<file path="src/tlb_pkg.sv">
// tlb shared definitions
package tlb_pkg;

  // ==========================================================
  // geometry
  // ==========================================================
  localparam int TLB_WAYS  = 4;         // way 3 holds pinned entries
  localparam int SET_BITS  = 10;        // set index from vadr[21:12]
  localparam int PAGE_BITS = 12;        // 4 KB pages
  localparam int ENTRY_W   = 64;        // one ram word per entry

  localparam logic [3:0] ACR_FULL = 4'b1111;  // c r w x, translation off

  // ==========================================================
  // entry layout, msb first
  // ==========================================================
  typedef struct packed {
    logic [17:0] rsvd;    // [63:46] spare, written as zero
    logic [7:0]  asid;    // [45:38] address space id
    logic        g;       // global, asid ignored
    logic        d;       // dirty
    logic        a;       // accessed
    logic        u;       // user page
    logic        c;       // cacheable
    logic        r;       // read
    logic        w;       // write
    logic        x;       // execute
    logic [9:0]  vpn;     // [29:20] tag, vadr[31:22]
    logic [19:0] ppn;     // [19:0] physical page number
  } tlb_entry_t;

  // boot sequencer states
  typedef enum logic {
    boot_fill = 1'b0,     // writing pinned pages into way 3
    boot_run  = 1'b1      // fill done, tlb ready
  } boot_state_e;

endpackage

</file>
<file path="src/tlb_boot_fill.sv">
// tlb boot fill sequencer
`timescale 1ns/1ps

module tlb_boot_fill #(
  parameter int BOOT_PAGES = 64           // pinned pages, counted down from set 1023
) (
  input  logic                         clk_g,
  input  logic                         rst_i,
  output logic                         boot_busy_o,
  output logic                         boot_we_o,
  output logic [tlb_pkg::SET_BITS-1:0] boot_set_o,
  output tlb_pkg::tlb_entry_t          boot_dat_o,
  output logic                         rdy_o
);

  localparam int SB    = tlb_pkg::SET_BITS;
  localparam int CNT_W = $clog2(BOOT_PAGES + 1);

  tlb_pkg::boot_state_e state;
  logic [CNT_W-1:0]     pg_cnt;           // pages issued so far
  logic [SB-1:0]        fill_set;
  tlb_pkg::tlb_entry_t  fill_ent;

  assign fill_set = ~SB'(pg_cnt);         // 1023, 1022, ...

  // identity map, va == pa over the top of the address space
  always_comb begin
    fill_ent      = '0;                   // asid 0, user clear
    fill_ent.g    = 1'b1;
    fill_ent.d    = 1'b1;
    fill_ent.a    = 1'b1;
    fill_ent.c    = 1'b1;
    fill_ent.r    = 1'b1;
    fill_ent.w    = 1'b1;
    fill_ent.x    = 1'b1;
    fill_ent.vpn  = '1;
    fill_ent.ppn  = {{SB{1'b1}}, fill_set};
  end

  // ==========================================================
  // sequencer
  // ==========================================================
  always_ff @(posedge clk_g) begin
    if (rst_i) begin
      state       <= tlb_pkg::boot_fill;
      pg_cnt      <= '0;
      boot_we_o   <= 1'b0;
      boot_busy_o <= 1'b1;                // holds port a from reset on
    end else begin
      case (state)
        tlb_pkg::boot_fill: begin
          if (pg_cnt == CNT_W'(BOOT_PAGES)) begin
            state       <= tlb_pkg::boot_run;
            boot_we_o   <= 1'b0;
            boot_busy_o <= 1'b0;          // last write lands on this edge
          end else begin
            boot_we_o <= 1'b1;            // one page per cycle
            pg_cnt    <= pg_cnt + 1'b1;
          end
        end
        tlb_pkg::boot_run: begin
          boot_we_o   <= 1'b0;
          boot_busy_o <= 1'b0;
        end
      endcase
    end
  end

  // set and entry travel with boot_we_o
  always_ff @(posedge clk_g) begin
    boot_set_o <= fill_set;
    boot_dat_o <= fill_ent;
  end

  assign rdy_o = ~boot_busy_o;

endmodule

</file>
<file path="config.mk">
export PLATFORM = sky130hd
export DESIGN_NAME = tlb_boot_fill
export DESIGN_NICKNAME = d
export VERILOG_FILES = /design/src/tlb_pkg.sv /design/src/tlb_boot_fill.sv
export SDC_FILE = /design/constraint.sdc
export NUM_CORES = 1
export LEC_CHECK = 0
export BUFFER_PORTS_ARGS = -buffer_cell sky130_fd_sc_hd__buf_2
export CAP_MARGIN = 20
export CORE_UTILIZATION = 40
export CTS_CLUSTER_DIAMETER = 120
export CTS_CLUSTER_SIZE = 16
export DETAILED_ROUTE_END_ITERATION = 12
export GPL_ROUTABILITY_DRIVEN = 0
export PLACE_DENSITY = 0.84
export SYNTH_ARGS = -nofsm -noshare
export SYNTH_HDL_FRONTEND = slang
export SYNTH_SLANG_ARGS = --single-unit
</file>
<file path="constraint.sdc">
create_clock -name clk_g -period 3.7 [get_ports clk_g]
set_input_delay 0.555 -clock clk_g [delete_from_list [all_inputs] [get_ports clk_g]]
set_output_delay 0.555 -clock clk_g [all_outputs]
set_load 0.05 [all_outputs]
</file>
==> results of run 1 <==
-- through the flow --
stage                     power (µW)  hold WS, ns  area (µm²)  util [%]  instances
after floorplan                  418        0.404        1350         -        186
after global placement           373        0.430         972      37.9        166
after detailed placement         374        0.434         972      37.9        166
after CTS                        467        0.456         998      38.9        170
after global routing             482        0.475         998      38.9        170
final                            465        0.456         998      38.9        170
-- metal layers --
layer  up-vias  wire length [µm]
met1       270               471
met5         -                 0
met3         0               143
li1        295                 -
met4         0                 0
met2        44               584
-- power by group --
part / switching (µW) / leakage, µW / internal (µW)
Combinational: 165 / 0.000346 / 11.9
Clock: 52.4 / 0.0000150 / 41.8
Sequential: 4.59 / 0.000139 / 189
Total: 222 / 0.000500 / 243
-- sequential cells by signal (all words and copies together), names as in the netlist --
signal       flops
boot_dat_o       7
boot_we_o        1
boot_busy_o      1
state            1
pg_cnt           7
-- cell families (layout without fill, tap and decap cells) --
| logic type | after synthesis | in the layout |
|---|---|---|
| muxes | 2 | 2 |
| AOI/OAI and AO/OA | 11 | 11 |
| xor gates and xnor gates | 1 | 1 |
| adders and majority gates | 2 | 2 |
| other | 2 | 60 |
| DFF | 17 | 17 |
| and+or+nand+nor | 16 | 16 |
| buffers and inverters | 77 | 31 |
-- worst paths after layout --
| kind | to | slack, ns | cells past startpoint |
|---|---|---|---|
| min | boot_dat_o[5]$_DFF_P_ | 0.46 | 1 |
| min reg2reg | boot_dat_o[5]$_DFF_P_ | 0.46 | 1 |
| max | boot_busy_o | 2.23 | 1 |
| max reg2reg | pg_cnt[0]$_SDFFE_PP0P_ | 2.32 | 4 |
-- cells in the final DEF (no fill, tap or decap), types with 2 or more instances in the layout --
cell	synthesis	final
nor2_1	4	4
buf_2	0	18
nand2b_1	2	2
or3_1	3	3
a21oi_1	4	4
o21ai_0	4	4
ha_1	2	2
conb_1	2	60
clkbuf_4	0	3
dfxtp_1	17	17
inv_1	9	9
-- final cells by class --
class | count | area, µm²
Multi-Input combinational cell | 92 | 470
Fill cell | 266 | 1570
Inverter | 9 | 33.8
Tap cell | 30 | 37.5
Timing Repair Buffer | 18 | 90.1
Clock buffer | 4 | 26.3
Sequential cell | 17 | 340
==> summary.md, run 1 <==
| Metric | Value |
|---|---|
| Die Y | 55.2 µm |
| Largest net degree at the start of global routing | 13 |
| Register bit count reported by yosys | 17 |
| Critical path's top delay family | flip-flops |
| Startpoint types | flip-flop |
| Xor/xnor share of the synthesized area | 0.773% |
| Met1 GRT Util | 8.70% |
| CTS HTree Levels | 1 |
| Synth Warn # | 0 |
| Initial core utilization | 44.2% |
| Worst Setup End Kind | output port |
| DR vias/cell | 3.58 |
| Fmax | 682 MHz |
| CP Data Arrival Time | 0.91 ns |
| Max Cap Viol | 0 |
| Met2 usage | 12.0% |
| Cell Area, Synth | 1130 µm² |
| Mux share of post-synthesis cell area | 2.21% |
| Post-Synth Adder-Cell Area | 2.21% |
| Post-CTS setup buffers | 0 |
| Overall Global Routing Usage | 7.42% |
| CP startpoint | boot_busy_o$_SDFFE_PP1P_ |
| Root Buffer | clkbuf_4 |
| Initial antenna violation count | 0 |
| Seq/Total Area, Yosys | 30.0% |
| GR Overflow Total | 0 |
| Critical Path Fanout Max | 3 |
| Main synth FF type | dfxtp_1 |
| Syn-to-layout area delta | -11.9% |
| Slew Viols, Final | 0 |
| Clock transition at path regs | 0.09 ns |
| Max Buffers Root-to-Sink | 2 |
| Final TNS setup | 0 ns |
| TritonCTS Buffers | 3 |
| Core box area | 2570 µm² |
| Max VDD drop | 0.292 mV |
| First-pass GRT wire length | 1.79 mm |
| Die W | 55.2 µm |
| Worst endpoint required time | 3.14 ns |
| Largest area contributor in the netlist | buf_4 |
| Std cell rows | 18 |
| Share of cells above drive strength 1 | 18.6% |
| DR DRC count | 0 |
| Slowest cell on the critical path | dfxtp_1 |
| Fin crit share | 39.6% |
| Leakage | 0.000500 µW |
| RSZ-0062 raised after global routing | no |
| Most frequent cell after synthesis | buf_4 |
| Synth cell types | 24 |
| Final net count | 145 |
| DP Wirelength | 962 µm |
| # IOs | 79 |
| Number of DRC markers in iteration 0 | 11 |
| Antenna Nets Post-Route | 0 |
| Power density cells | 465 nW/µm² |
| Gr busiest metal | met2 |
| Min Tclk post-route | 1.47 ns |
| Final setup vio count | 0 |
| Final WS setup | 2.23 ns |
| Worst Path Buf+Inv | 1 |
| Clk sink count | 17 |
| CTS tree | built |
| Status | completed |
| Fraction of registers with async set/reset | 0% |
| Grt met3 use | 4.92% |
| Hold Vio Cnt, Final | 0 |
| Launch point of the worst reg-to-reg path | pg_cnt[0]$_SDFFE_PP0P_ |
| Synth Instances | 128 |
| Cts repair resizes | 0 |
| Largest family of logic cells by synthesized area | buffers and inverters |
| Area share of the largest cell type after synthesis | 44.4% |
| Post-synth EDFFs | 0 |
| Hold Crit Start | pg_cnt[5]$_SDFFE_PP0P_ |
| Port buffer count | 18 |
| Crit-path cells | buf_2 |
| Kind of critical path | flip-flop to output port |
| Most common library cells after synthesis | buf_4, dfxtp_1, inv_1 |
| Vias in the first global route | 439 |
| Syn avg cell area | 8.86 µm² |
| Crit path largest cell delay | 0.36 ns |
| Drt wl/cell | 7.05 µm |
| Skew-Pair Late Insertion Delay | 0.28 ns |
| Synth Area in Compound Gates | 6.95% |
| Post-Route WL | 1.20 mm |
| Die area | 3050 µm² |
| Clk_skew | 0.00320 ns |
| Tightest Hold Check Type | flip-flop to flip-flop |
| Ant diodes | 0 |
| Simple-gate share of the synthesized area | 9.49% |
| Hold_buf cts | 0 |
| Area contributors post-synth | buf_4, dfxtp_1, inv_1 |
| Post-place setup slack | 2.33 ns |
| TritonRoute pass-1 iters | 4 |
| Via count | 609 |
Note: power is estimated with default switching activity, not from simulation.
==> run 2, diff against run 1 <==
clock period = 1.4 ns   (was 3.7 ns; I/O delays follow)
==> run 2 against run 1 <==
Against the previous run: register-to-register slack lost 2.2 ns; count of clock-buffer cells in the layout fell by 1; non-clock buffer count is 1 higher; via count rose by 1.1%; worst setup slack lost 2.1 ns; routed wire length up 4.7%; cell count increased by 0.59%; final area rose by 1.1%; combinational power increased to 2.6 times the previous value; die area is the same; critical path type is now flip-flop to flip-flop; critical endpoint is now pg_cnt[0]$_SDFFE_PP0P_.
==> summary.md, run 2 (synthesis results as in run 1) <==
| Metric | Value |
|---|---|
| Net Sw Power | 594 µW (+170%) |
| Final net count | 146 (+0.69%) |
| Grt met3 use | 5.62% (+0.70 points) |
| Crit-path cells | inv_1 > ha_1 > a31oi_4 > mux2_4 |
| Clk sink count | 17 (unchanged) |
| Number of DRC markers in iteration 0 | 7 (-4) |
| Clk_skew | 0.00542 ns (+0.00222 ns) |
| CTS HTree Levels | 1 (unchanged) |
| Final setup vio count | 0 (unchanged) |
| Power density cells | 1220 nW/µm² (+160%) |
| CTS tree | built |
| Critical Path Fanout Max | 4 (+1) |
| Max Buffers Root-to-Sink | 2 (unchanged) |
| Clk network pwr share | 20.5% (+0.2 points) |
| Min Tclk post-route | 1.30 ns |
| Status | completed |
| Hold Vio Cnt, Final | 0 (unchanged) |
| Most common cell after layout, fill and taps aside | conb_1 |
| Cts repair resizes | 0 (unchanged) |
| Sequential Area | 343 µm² (+0.74%) |
| Sw Ratio | 48.2% (+0.47 points) |
| Met1 GRT Util | 9.43% (+0.74 points) |
| Initial core utilization | 44.2% (unchanged) |
| Syn-to-layout area delta | -10.9% |
| RSZ-0062 raised after global routing | no |
| Fmax | 771 MHz |
| Drt wl/cell | 7.34 µm (+4.1%) |
| Slew Viols, Final | 0 (unchanged) |
| Leakage | 0.000507 µW (+1.5%) |
| Final TNS setup | 0 ns (unchanged) |
| Root Buffer | clkbuf_4 |
| Skew-Pair Late Insertion Delay | 0.29 ns (about the same) |
| Largest net degree at the start of global routing | 13 (unchanged) |
| Int Power | 638 µW (+160%) |
| Commonest non-fill, non-tap cells in the layout | conb_1, buf_2, dfxtp_1 |
| Met2 usage | 11.7% (-0.34 points) |
| Slowest cell on the critical path | dfxtp_2 |
| Core box area | 2570 µm² (unchanged) |
| First-pass GRT wire length | 1.88 mm (+5.0%) |
| Max Cap Viol | 0 (unchanged) |
| DR DRC count | 0 (unchanged) |
| Crit path largest cell delay | 0.37 ns (about the same) |
| Port buffer count | 18 (unchanged) |
| DP Wirelength | 1.02 mm (+5.6%) |
| Antenna Nets Post-Route | 0 (unchanged) |
| Gr busiest metal | met2 |
| GR Overflow Total | 0 (unchanged) |
| Initial antenna violation count | 0 (unchanged) |
| Die area | 3050 µm² (unchanged) |
| Fin crit share | 92.6% |
| Worst Setup End Kind | flip-flop |
| Post-CTS setup buffers | 0 (unchanged) |
| Share of cells above drive strength 1 | 21.3% (+2.7 points) |
| Via count | 616 (+1.1%) |
| Startpoint types | flip-flop |
| Fill cells | 250 (-6.0%) |
| Post-Route WL | 1.26 mm (+4.7%) |
| Max VDD drop | 0.662 mV (+130%) |
| Combinational share of power | 37.9% (about the same) |
| Die W | 55.2 µm (unchanged) |
| Fin Hold WS | 0.217 ns (-0.239 ns) |
| Ant diodes | 0 (unchanged) |
| Die Y | 55.2 µm (unchanged) |
| Kind of critical path | flip-flop to flip-flop |
| # IOs | 79 (unchanged) |
| Vias in the first global route | 413 (-5.9%) |
| Overall Global Routing Usage | 8.02% (+0.59 points) |
| Largest regs | boot_dat_o (7), pg_cnt (7) |
| Tightest Hold Check Type | input port to flip-flop |
| Worst endpoint required time | 1.59 ns (-1.55 ns) |
| TritonRoute pass-1 iters | 4 (unchanged) |
| Std cell rows | 18 (unchanged) |
| Clock transition at path regs | 0.10 ns (about the same) |
| DR vias/cell | 3.60 (+0.56%) |
| Reg power frac | 41.6% (about the same) |
| Hold_buf cts | 0 (unchanged) |
| TritonCTS Buffers | 3 (unchanged) |
| CP Data Arrival Time | 1.48 ns (+0.57 ns) |
| Area of the multi-input gates | 470 µm² (unchanged) |
## run 2: changes by cell type in the layout (fill, tap and decap cells not counted)
| cell | change |
|---|---|
| buf_4 | +1 |
| dfxtp_2 | +2 |
| dfxtp_1 | -2 |
| clkbuf_1 | -1 |
| clkinv_2 | +1 |
## run 2: worst max-delay path: cells and delay by family (launching register included)
kind                       cells  cell delay, ns
adders and majority gates      1            0.24
buffers and inverters          1            0.07
DFF                            1            0.37
AOI/OAI and AO/OA              1            0.21
muxes                          1            0.31
## run 2: layer usage
metal	wire length, µm	share of wire (%)
met4	4	0.32
met3	153	12
met5	0	0
met2	588	47
met1	509	41
## run 2: final cells by class
cell class | count | share of cell area (%)
repair buffers | 19 | 9.67
flip-flops and latches | 17 | 34.0
well taps | 30 | 3.72
clock inverters | 1 | 0.496
inverters | 9 | 3.35
multi-input cells | 92 | 46.6
clock buffers | 3 | 2.23
## run 2: power groups by stage
| stage | combinational, µW | clock, µW | sequential, µW |
|---|---|---|---|
| 3_5_place_dp | 464 | 0 | 523 |
| 3_3_place_gp | 463 | 0 | 523 |
| 4_1_cts | 464 | 262 | 512 |
| 2_1_floorplan | 552 | 0 | 554 |
| 6_report | 466 | 253 | 513 |
| 5_1_grt | 481 | 297 | 517 |
## run 2: worst paths after layout
path / from / endpoint / slack [ns] / cells past startpoint
setup / recovery: pg_cnt[0]$_SDFFE_PP0P_ / pg_cnt[0]$_SDFFE_PP0P_ / 0.10 / 4
hold / removal: rst_i / pg_cnt[6]$_SDFFE_PP0P_ / 0.22 / 2
hold reg to reg: pg_cnt[1]$_SDFFE_PP0P_ / boot_dat_o[1]$_DFF_P_ / 0.44 / 1
setup reg to reg: pg_cnt[0]$_SDFFE_PP0P_ / pg_cnt[0]$_SDFFE_PP0P_ / 0.10 / 4
## run 2: metrics by stage
stage	cells	cell area (µm²)	util, %	power [µW]	setup slack (ns)
after CTS	171	1010	39.2	1240	0.0496
after global placement	167	980	38.2	986	0.0859
after global routing	171	1010	39.3	1290	0.0318
after detailed placement	167	980	38.2	987	0.0760
final	171	1010	39.3	1230	0.104
after floorplan	186	1350	-	1110	0.113
