`config.mk`:
```
export PLATFORM = sky130hd
export DESIGN_NAME = tlb_sw_port
export DESIGN_NICKNAME = d
export VERILOG_FILES = /design/src/tlb_pkg.sv /design/src/tlb_sw_port.sv
export SDC_FILE = /design/constraint.sdc
export NUM_CORES = 1
export LEC_CHECK = 0
export ABC_AREA = 0
export BUFFER_PORTS_ARGS = -buffer_cell sky130_fd_sc_hd__buf_2
export CORE_AREA = 2 2 218 220
export DETAILED_ROUTE_END_ITERATION = 6
export DIE_AREA = 0 0 220 222
export PLACE_DENSITY = 0.32
export SLEW_MARGIN = 20
export SYNTH_ARGS = -nofsm -noshare
export SYNTH_HDL_FRONTEND = slang
export SYNTH_SLANG_ARGS = --single-unit
```
`constraint.sdc`:
```
create_clock -name clk_g -period 2 [get_ports clk_g]
set_input_delay 0.4 -clock clk_g [delete_from_list [all_inputs] [get_ports clk_g]]
set_output_delay 0.4 -clock clk_g [all_outputs]
set_load 0.01 [all_outputs]
```
`src/tlb_pkg.sv`:
```
// tlb shared definitions
package tlb_pkg;

  // ==========================================================
  // geometry
  // ==========================================================
  localparam int TLB_WAYS  = 4;         // way 3 holds pinned entries
  localparam int SET_BITS  = 10;        // set index from vadr[21:12]
  localparam int PAGE_BITS = 12;        // 4 KB pages
  localparam int ENTRY_W   = 64;        // one ram word per entry

  localparam logic [3:0] ACR_FULL = 4'b1111;  // c r w x, translation off

  // ==========================================================
  // entry layout, msb first
  // ==========================================================
  typedef struct packed {
    logic [17:0] rsvd;    // [63:46] spare, written as zero
    logic [7:0]  asid;    // [45:38] address space id
    logic        g;       // global, asid ignored
    logic        d;       // dirty
    logic        a;       // accessed
    logic        u;       // user page
    logic        c;       // cacheable
    logic        r;       // read
    logic        w;       // write
    logic        x;       // execute
    logic [9:0]  vpn;     // [29:20] tag, vadr[31:22]
    logic [19:0] ppn;     // [19:0] physical page number
  } tlb_entry_t;

  // boot sequencer states
  typedef enum logic {
    boot_fill = 1'b0,     // writing pinned pages into way 3
    boot_run  = 1'b1      // fill done, tlb ready
  } boot_state_e;

endpackage

```
`src/tlb_sw_port.sv`:
```
// tlb software port
`timescale 1ns/1ps

module tlb_sw_port (
  input  logic                                               clk_g,
  input  logic                                               rst_i,
  // processor side
  input  logic                                               tlben_i,
  input  logic                                               wrtlb_i,
  input  logic [15:0]                                        tlbadr_i,
  input  logic [tlb_pkg::ENTRY_W-1:0]                        tlbdat_i,
  output logic [tlb_pkg::ENTRY_W-1:0]                        tlbdat_o,
  // boot fill override
  input  logic                                               boot_busy_i,
  input  logic                                               boot_we_i,
  input  logic [tlb_pkg::SET_BITS-1:0]                       boot_set_i,
  input  tlb_pkg::tlb_entry_t                                boot_dat_i,
  // ram port a, shared by all ways
  output logic                                               ram_ena_o,
  output logic [tlb_pkg::TLB_WAYS-1:0]                       ram_wea_o,
  output logic [tlb_pkg::SET_BITS-1:0]                       ram_addra_o,
  output logic [tlb_pkg::ENTRY_W-1:0]                        ram_dina_o,
  input  logic [tlb_pkg::TLB_WAYS-1:0][tlb_pkg::ENTRY_W-1:0] ram_douta_i
);

  localparam int NW      = tlb_pkg::TLB_WAYS;
  localparam int WB      = $clog2(NW);
  localparam int PIN_WAY = NW - 1;        // never picked at random

  logic [WB-1:0] rand_way;
  logic [NW-1:0] sw_we;
  logic [WB-1:0] way_sel;

  assign way_sel = tlbadr_i[10 +: WB];    // tlbadr[11:10]

  // free running 0,1,2 while no write is pending
  always_ff @(posedge clk_g) begin
    if (rst_i) rand_way <= '0;
    else if (!wrtlb_i) rand_way <= (rand_way == WB'(NW - 2)) ? '0 : rand_way + 1'b1;
  end

  // tlbadr[15] picks a random way among the unpinned ones
  always_comb begin
    for (int i = 0; i < NW; i++) begin
      if (tlbadr_i[15]) sw_we[i] = (i != PIN_WAY) && (rand_way == WB'(i));
      else sw_we[i] = (way_sel == WB'(i));
    end
    sw_we = sw_we & {NW{tlben_i & wrtlb_i}};
  end

  // boot owns port a until the fill is done, way 3 only
  assign ram_ena_o   = tlben_i | boot_busy_i;
  assign ram_wea_o   = boot_busy_i ? {boot_we_i, {(NW - 1){1'b0}}} : sw_we;
  assign ram_addra_o = boot_busy_i ? boot_set_i : tlbadr_i[tlb_pkg::SET_BITS-1:0];
  assign ram_dina_o  = boot_busy_i ? boot_dat_i : tlbdat_i;

  assign tlbdat_o = ram_douta_i[way_sel];  // readback, address held one cycle

endmodule

```
==> results of run 1 <==
## how the worst max path moves through the flow
stage / from / to / slack (ns) / cells past startpoint
3_5_place_dp: tlbadr_i[10] / tlbdat_o[1] / -0.03 / 4
2_1_floorplan: tlbadr_i[10] / tlbdat_o[28] / 0.30 / 4
5_1_grt: tlbadr_i[10] / tlbdat_o[62] / 0.04 / 4
3_3_place_gp: tlbadr_i[10] / tlbdat_o[1] / -0.02 / 4
4_1_cts: tlbadr_i[10] / tlbdat_o[62] / 0.05 / 4
6_report: tlbadr_i[10] / tlbdat_o[56] / 0.09 / 4
## cell families (layout without fill, tap and decap cells)
| family | count (synthesis) | count (layout) | synth area share, % |
|---|---|---|---|
| other | 0 | 1 | 0 |
| AO/OA/AOI/OAI | 6 | 6 | 1.24 |
| flip-flops | 2 | 2 | 1.53 |
| AND/OR/NAND/NOR | 14 | 14 | 3.49 |
| multiplexers | 138 | 138 | 86.9 |
| buffers and inverters | 24 | 577 | 6.84 |
## worst max-delay path, stage by stage
cell    delay (ns)
buf_6         0.15
buf_12        0.19
mux4_2        0.57
buf_2         0.17
## power by group
part	leakage, uW	internal (uW)	total [uW]	switching (uW)
Sequential	0.0000165	42.8	46.5	3.66
Clock	0.0000370	254	295	41.2
Combinational	0.00304	799	1360	562
Total	0.00309	1100	1700	607
## synthesized netlist by cell type (all sizes together)
library cell and number:
or3 2, buf 24, mux2 74, mux4 64, or2 1, nand3b 3, or3b 4, o31ai 1
a21oi 5, nand2 4, dfxtp 2
## per-stage QoR
stage | std cells | utilization (%)
finish | 1345 | 13.6
floorplan | 184 | -
detailed placement | 1341 | 13.4
global route | 1345 | 13.6
CTS | 1344 | 13.6
global placement | 1341 | 13.4
## timing repair
| action | 4_1_cts | 5_1_grt |
|---|---|---|
| setup buffers | 0 | 0 |
| resized for setup | 2 | 0 |
| endpoints found under the setup margin | 4 | 0 |
## layer usage
| metal | track usage [%] | up-vias | wire length (um) |
|---|---|---|---|
| met5 | 0 | - | 92 |
| met4 | 1.30 | 14 | 378 |
| met3 | 2.37 | 50 | 2320 |
| met2 | 18.5 | 369 | 12800 |
| met1 | 7.63 | 1973 | 7180 |
| li1 | - | 1917 | - |
## cell type report
cell class                 instances  area (um2)  share of cell area, %
antenna                            1        2.50                 0.0399
clock buffer                       3        75.1                   1.20
tap                              607         759                   12.1
multi-input combinational        158        2400                   38.2
sequential                         2        40.0                  0.638
timing repair buffer             574        3000                   47.8
==> key figures, run 1 <==
Clocking
  – CTS tree: built
  – CTS Buf Count: 3
  – CTS Sinks: 2
  – H-tree depth: 1
  – Root cell of the clock tree: clkbuf_16
  – CTS Buffer Depth: 2
  – Cts hold-fix bufs: 0
  – Clk_lat worst skew: 0.22 ns
  – Clock Pin Slew Worst Setup and Hold Paths: about 0.03 ns

Cells and area
  – Fillers: roughly 5300
  – Register name with the most flops: rand_way
  – Nets: 1155
  – Most frequent cells in the layout: buf_2 (552), mux2_2 (74), mux4_2 (64)
  – Design area: around 6300 um2
  – Max FFs per register: 2
  – Share of post-route cells with drive strength above 1: 97.4%
  – Regs by FF count: rand_way (2)
  – Area Overhead vs Synth: 140%
  – Commonest non-fill, non-tap cell in the layout: buf_2

Power
  – Pwr dens: 271 nW/um2
  – Max VDD drop: 0.000201 V
  – Pleak: between 0.003 and 0.004 uW
  – Total power: 1700 uW

Logic synthesis
  – Syn_nets: 600
  – Synth area leaders: mux4_2 (55%), mux2_2 (32%), buf_2 (2.7%)
  – Syn. warnings: 0
  – Area leader, netlist: mux4_2
  – Cell Area, Synth: between 2000 and 3000 um2
  – Sequential cell area fraction in the yosys report: ~1.5%
  – Share of the synthesized area in the top cell type: 55.1%
  – Synth Instances: 184
  – Post-synthesis register bit count: 2
  – Post-Syn Area per Cell: 14.2 um2
  – Cell variety after synth: 16

STA
  – Unrepaired setup endpoints after global routing: false
  – Period minus WS final: 1.91 ns
  – Worst Hold Margin: 0.375 ns
  – Clock Skew: 0.00100 ns
  – Final setup fails: 0
  – Worst-Margin Slew: 0.321 ns
  – Pins over their slew limit: 0
  – Slew HR: 78.6%
  – Setup ws final: 0.0907 ns
  – Final Hold Fails: 0
  – Fmax: 0.524 GHz
  – Total Neg Setup Slack: 0 ns
  – Final Cycle Share: 95.5%

Routing
  – WL/cell: 16.9 um
  – Via count: 4323
  – Final Routed Wirelength: 22800 um
  – Initial drt markers: 85
  – Drt drc: 0
  – Detailed Routing Iterations Pass 1: 4
  – Vias per inst: 3.21
  – Post-DRT Antenna Nets: 0

Outcome
  – Status: complete, no violations

Critical path
  – Worst reg2reg setup slack: ~0.94 ns
  – Critical path class: primary input to output pin
  – Arr. time, crit path: 1.51 ns
  – Worst-path fanout max: 16
  – CP endpoint kind: output pin
  – Worst-case reg-to-reg path depth: 2
  – Worst EP required: 1.60 ns
  – R2r startpoint: rand_way[0]$_SDFFE_PP0N_
  – Crit Reg-Reg Endpoint: rand_way[1]$_SDFFE_PP0N_
  – Worst setup SP type: primary input

Placement
  – Port bufs: 555
  – Placed cell area: 6190 um2
  – DP HPWL: 21400 um
  – RePlAce Congestion: 0.804
  – Place WS: -0.0304 ns

GRT
  – Number of global-route vias before repair: roughly 4600
  – Initial antenna violation count: 20
  – Largest net degree at the start of global routing: 37
  – GR Util All Layers: 8.55%
  – Gr ovfl total: 0
  – First-pass GRT wire length: 29500 um

Hold path
  – Worst Hold Launch: rst_i
  – Worst Hold Class: primary input to flop
  – WHS Endpoint: rand_way[1]$_SDFFE_PP0N_
  – Hold depth: 2

Job
  – Max Cap Viol: 0

Floorplan
  – Die footprint: between 40000 and 50000 um2
  – # rows: 79
  – # IOs: approximately 560
  – DIE WIDTH: 220 um
  – Die height: 222 um
  – Area of the core: 46300 um2
  – Starting density of the core: 5.66%
Note: power is estimated with default switching activity, not from simulation.
==> run 2, diff against run 1 <==
- BUFFER_PORTS_ARGS: -buffer_cell sky130_fd_sc_hd__buf_2 -> unset
- CORE_AREA: 2 2 218 220 -> 2 2 219 221
- DIE_AREA: 0 0 220 222 -> 0 0 221 223
- DONT_BUFFER_PORTS: unset -> 1
- PLACE_DENSITY: 0.32 -> 0.3
==> run 2 against run 1 <==
  * Power is 42% lower
  * Critical endpoint is now ram_wea_o[0]
  * Setup slack better by 0.20 ns
  * First-iteration DRC count is 15% higher
  * Largest power group unchanged
  * Via count is 47% lower
  * Flip-flop and latch count stayed put
  * Fmax is 12% higher
  * Highest routed layer unchanged
  * Combinational power is 53% lower
  * Cell count is 41% lower
  * Sequential share of layout area is 0.56 points higher
==> key figures, run 2 (synthesis results as in run 1) <==
Outcome
  – Status: complete, no violations (unchanged)

GRT
  – First-pass GRT wire length: 24900 um (was 29500 um)
  – Initial antenna violation count: 22 (was 20)
  – GRT Max-Usage Layer: met2 (unchanged)
  – Number of global-route vias before repair: 2384 (was 4557)
  – Largest net degree at the start of global routing: 78 (was 37)
  – Grt met2 use: 14.3% (was 18.5%)
  – GR Util All Layers: 7.63% (was 8.55%)
  – GR Layer Usage met3: 4.11% (was 2.37%)
  – Gr ovfl total: 0 (unchanged)
  – Grt met1 use: 6.21% (was 7.63%)

Placement
  – RePlAce Congestion: 0.774 (was 0.804)
  – Port bufs: 0 (was 555)
  – DP HPWL: 19300 um (was 21400 um)
  – Placed insts: 779 (was 1341)

Floorplan
  – # rows: 80 (was 79)
  – Die height: 223 um (was 222 um)
  – Area of the core: 47100 um2 (was 46300 um2)
  – # IOs: 559 (unchanged)
  – Starting density of the core: 5.55% (was 5.66%)
  – DIE WIDTH: 221 um (was 220 um)
  – Die footprint: 49300 um2 (was 48800 um2)

STA
  – Final Cycle Share: 85.4% (was 95.5%)
  – Slew HR: 86.5% (was 78.6%)
  – Final setup fails: 0 (unchanged)
  – Fmax: 0.585 GHz (was 0.524 GHz)
  – Unrepaired setup endpoints after global routing: false (unchanged)
  – Worst-Margin Slew: 0.201 ns (was 0.321 ns)
  – Period minus WS final: 1.71 ns (was 1.91 ns)
  – Pins over their slew limit: 0 (unchanged)
  – Final Hold Fails: 0 (unchanged)
  – Total Neg Setup Slack: 0 ns (unchanged)
  – Clock Skew: 0.00112 ns (was 0.00100 ns)

Cells and area
  – Nets: 585 (was 1155)
  – Fillers: 5427 (was 5332)
  – Final std cells w/o fill: 796 (was 1345)
  – Area Overhead vs Synth: 27.9% (was 140%)
  – Register name with the most flops: rand_way (unchanged)
  – Commonest non-fill, non-tap cell in the layout: mux2_2 (was buf_2)
  – Most frequent cells in the layout: mux2_2 (74), mux4_2 (64), a21oi_1 (5) (was buf_2 (552), mux2_2 (74), mux4_2 (64))
  – Regs by FF count: rand_way (2) (unchanged)
  – Max FFs per register: 2 (unchanged)
  – Share of post-route cells with drive strength above 1: 88.6% (was 97.4%)

Critical path
  – Worst-case reg-to-reg path depth: 2 (unchanged)
  – Arr. time, crit path: 1.31 ns (was 1.51 ns)
  – Critical path class: flop to output pin (was primary input to output pin)
  – Worst reg2reg setup slack: 0.99 ns (was 0.94 ns)
  – Worst setup SP type: flop (was primary input)
  – CP Capture Point: ram_wea_o[0] (was tlbdat_o[56])
  – Worst EP required: 1.60 ns (about the same)
  – CP Launch Point: rand_way[1]$_SDFFE_PP0N_ (was tlbadr_i[10])
  – Crit Reg-Reg Endpoint: rand_way[1]$_SDFFE_PP0N_ (unchanged)
  – CP endpoint kind: output pin (unchanged)
  – R2r startpoint: rand_way[0]$_SDFFE_PP0N_ (unchanged)
  – Worst-path fanout max: 6 (was 16)

Clocking
  – Clock Pin Slew Worst Setup and Hold Paths: 0.03 ns (about the same)
  – H-tree depth: 1 (unchanged)
  – Resized cells post-CTS: 0 (was 2)
  – CTS Buffer Depth: 2 (unchanged)
  – Cts hold-fix bufs: 0 (unchanged)
  – CTS tree: built (unchanged)
  – Clk_lat worst skew: 0.22 ns (about the same)
  – Post-CTS Setup Bufs: 0 (unchanged)
  – Root cell of the clock tree: clkbuf_16 (unchanged)
  – CTS Sinks: 2 (unchanged)
  – CTS Buf Count: 3 (unchanged)

Routing
  – WL/cell: 26.3 um (was 16.9 um)
  – Final Routed Wirelength: 20900 um (was 22800 um)
  – Via count: 2289 (was 4323)
  – Initial drt markers: 98 (was 85)
  – Drt drc: 0 (unchanged)
  – Post-DRT Antenna Nets: 0 (unchanged)
  – Detailed Routing Iterations Pass 1: 4 (unchanged)
  – Vias per inst: 2.88 (was 3.21)

Job
  – Max Cap Viol: 0 (unchanged)

Power
  – Total power: 995 uW (was 1700 uW)
  – Max VDD drop: 0.000164 V (was 0.000201 V)
  – Pleak: 0.000807 uW (was 0.00309 uW)
  – Pwr dens: 297 nW/um2 (was 271 nW/um2)

Hold path
  – Worst Hold Launch: rst_i (unchanged)
  – Worst Hold Class: primary input to flop (unchanged)
-- run 2: worst min-delay path by stage --
stage / to / cells after the start
floorplan: rand_way[1]$_SDFFE_PP0N_ / 2
global placement: rand_way[1]$_SDFFE_PP0N_ / 1
detailed placement: rand_way[1]$_SDFFE_PP0N_ / 1
CTS: rand_way[1]$_SDFFE_PP0N_ / 1
global route: rand_way[1]$_SDFFE_PP0N_ / 1
finish: rand_way[1]$_SDFFE_PP0N_ / 1
-- run 2: layout make-up --
class                           instances  area, um2  share of cell area, %
Multi-Input combinational cell        158       2400                   71.6
Tap cell                              615        769                   23.0
Antenna cell                           14       35.0                   1.05
Timing Repair Buffer                    4       30.0                  0.897
Clock buffer                            3       75.1                   2.24
Sequential cell                         2       40.0                   1.20
-- run 2: worst max-delay path, stage by stage (launching register included) --
cell,delay [ns]
dfxtp_1,0.33
or3b_2,0.46
a21oi_1,0.14
buf_4,0.16
-- run 2: layer usage --
layer  vias to the layer above  routed length [um]
met5                         -                  41
met2                       371               11100
met4                         6                1270
met1                      1069                5700
li1                        791                   -
met3                        52                2810
-- run 2: power breakdown --
part	internal, uW	switching [uW]
Clock	255	51.5
Sequential	42.8	2.79
Combinational	335	309
Total	632	363
-- run 2: per-stage QoR --
step / instance area [um2] / worst slack, ns / hold WS (ns) / util [%]
finish: 3350 / 0.291 / 0.242 / 7.10
global route: 3340 / 0.230 / 0.243 / 7.09
CTS: 3310 / 0.275 / 0.240 / 7.03
detailed placement: 3240 / 0.484 / 0.474 / 6.87
global placement: 3240 / 0.485 / 0.473 / 6.87
floorplan: 2620 / 0.296 / 0.463 / -
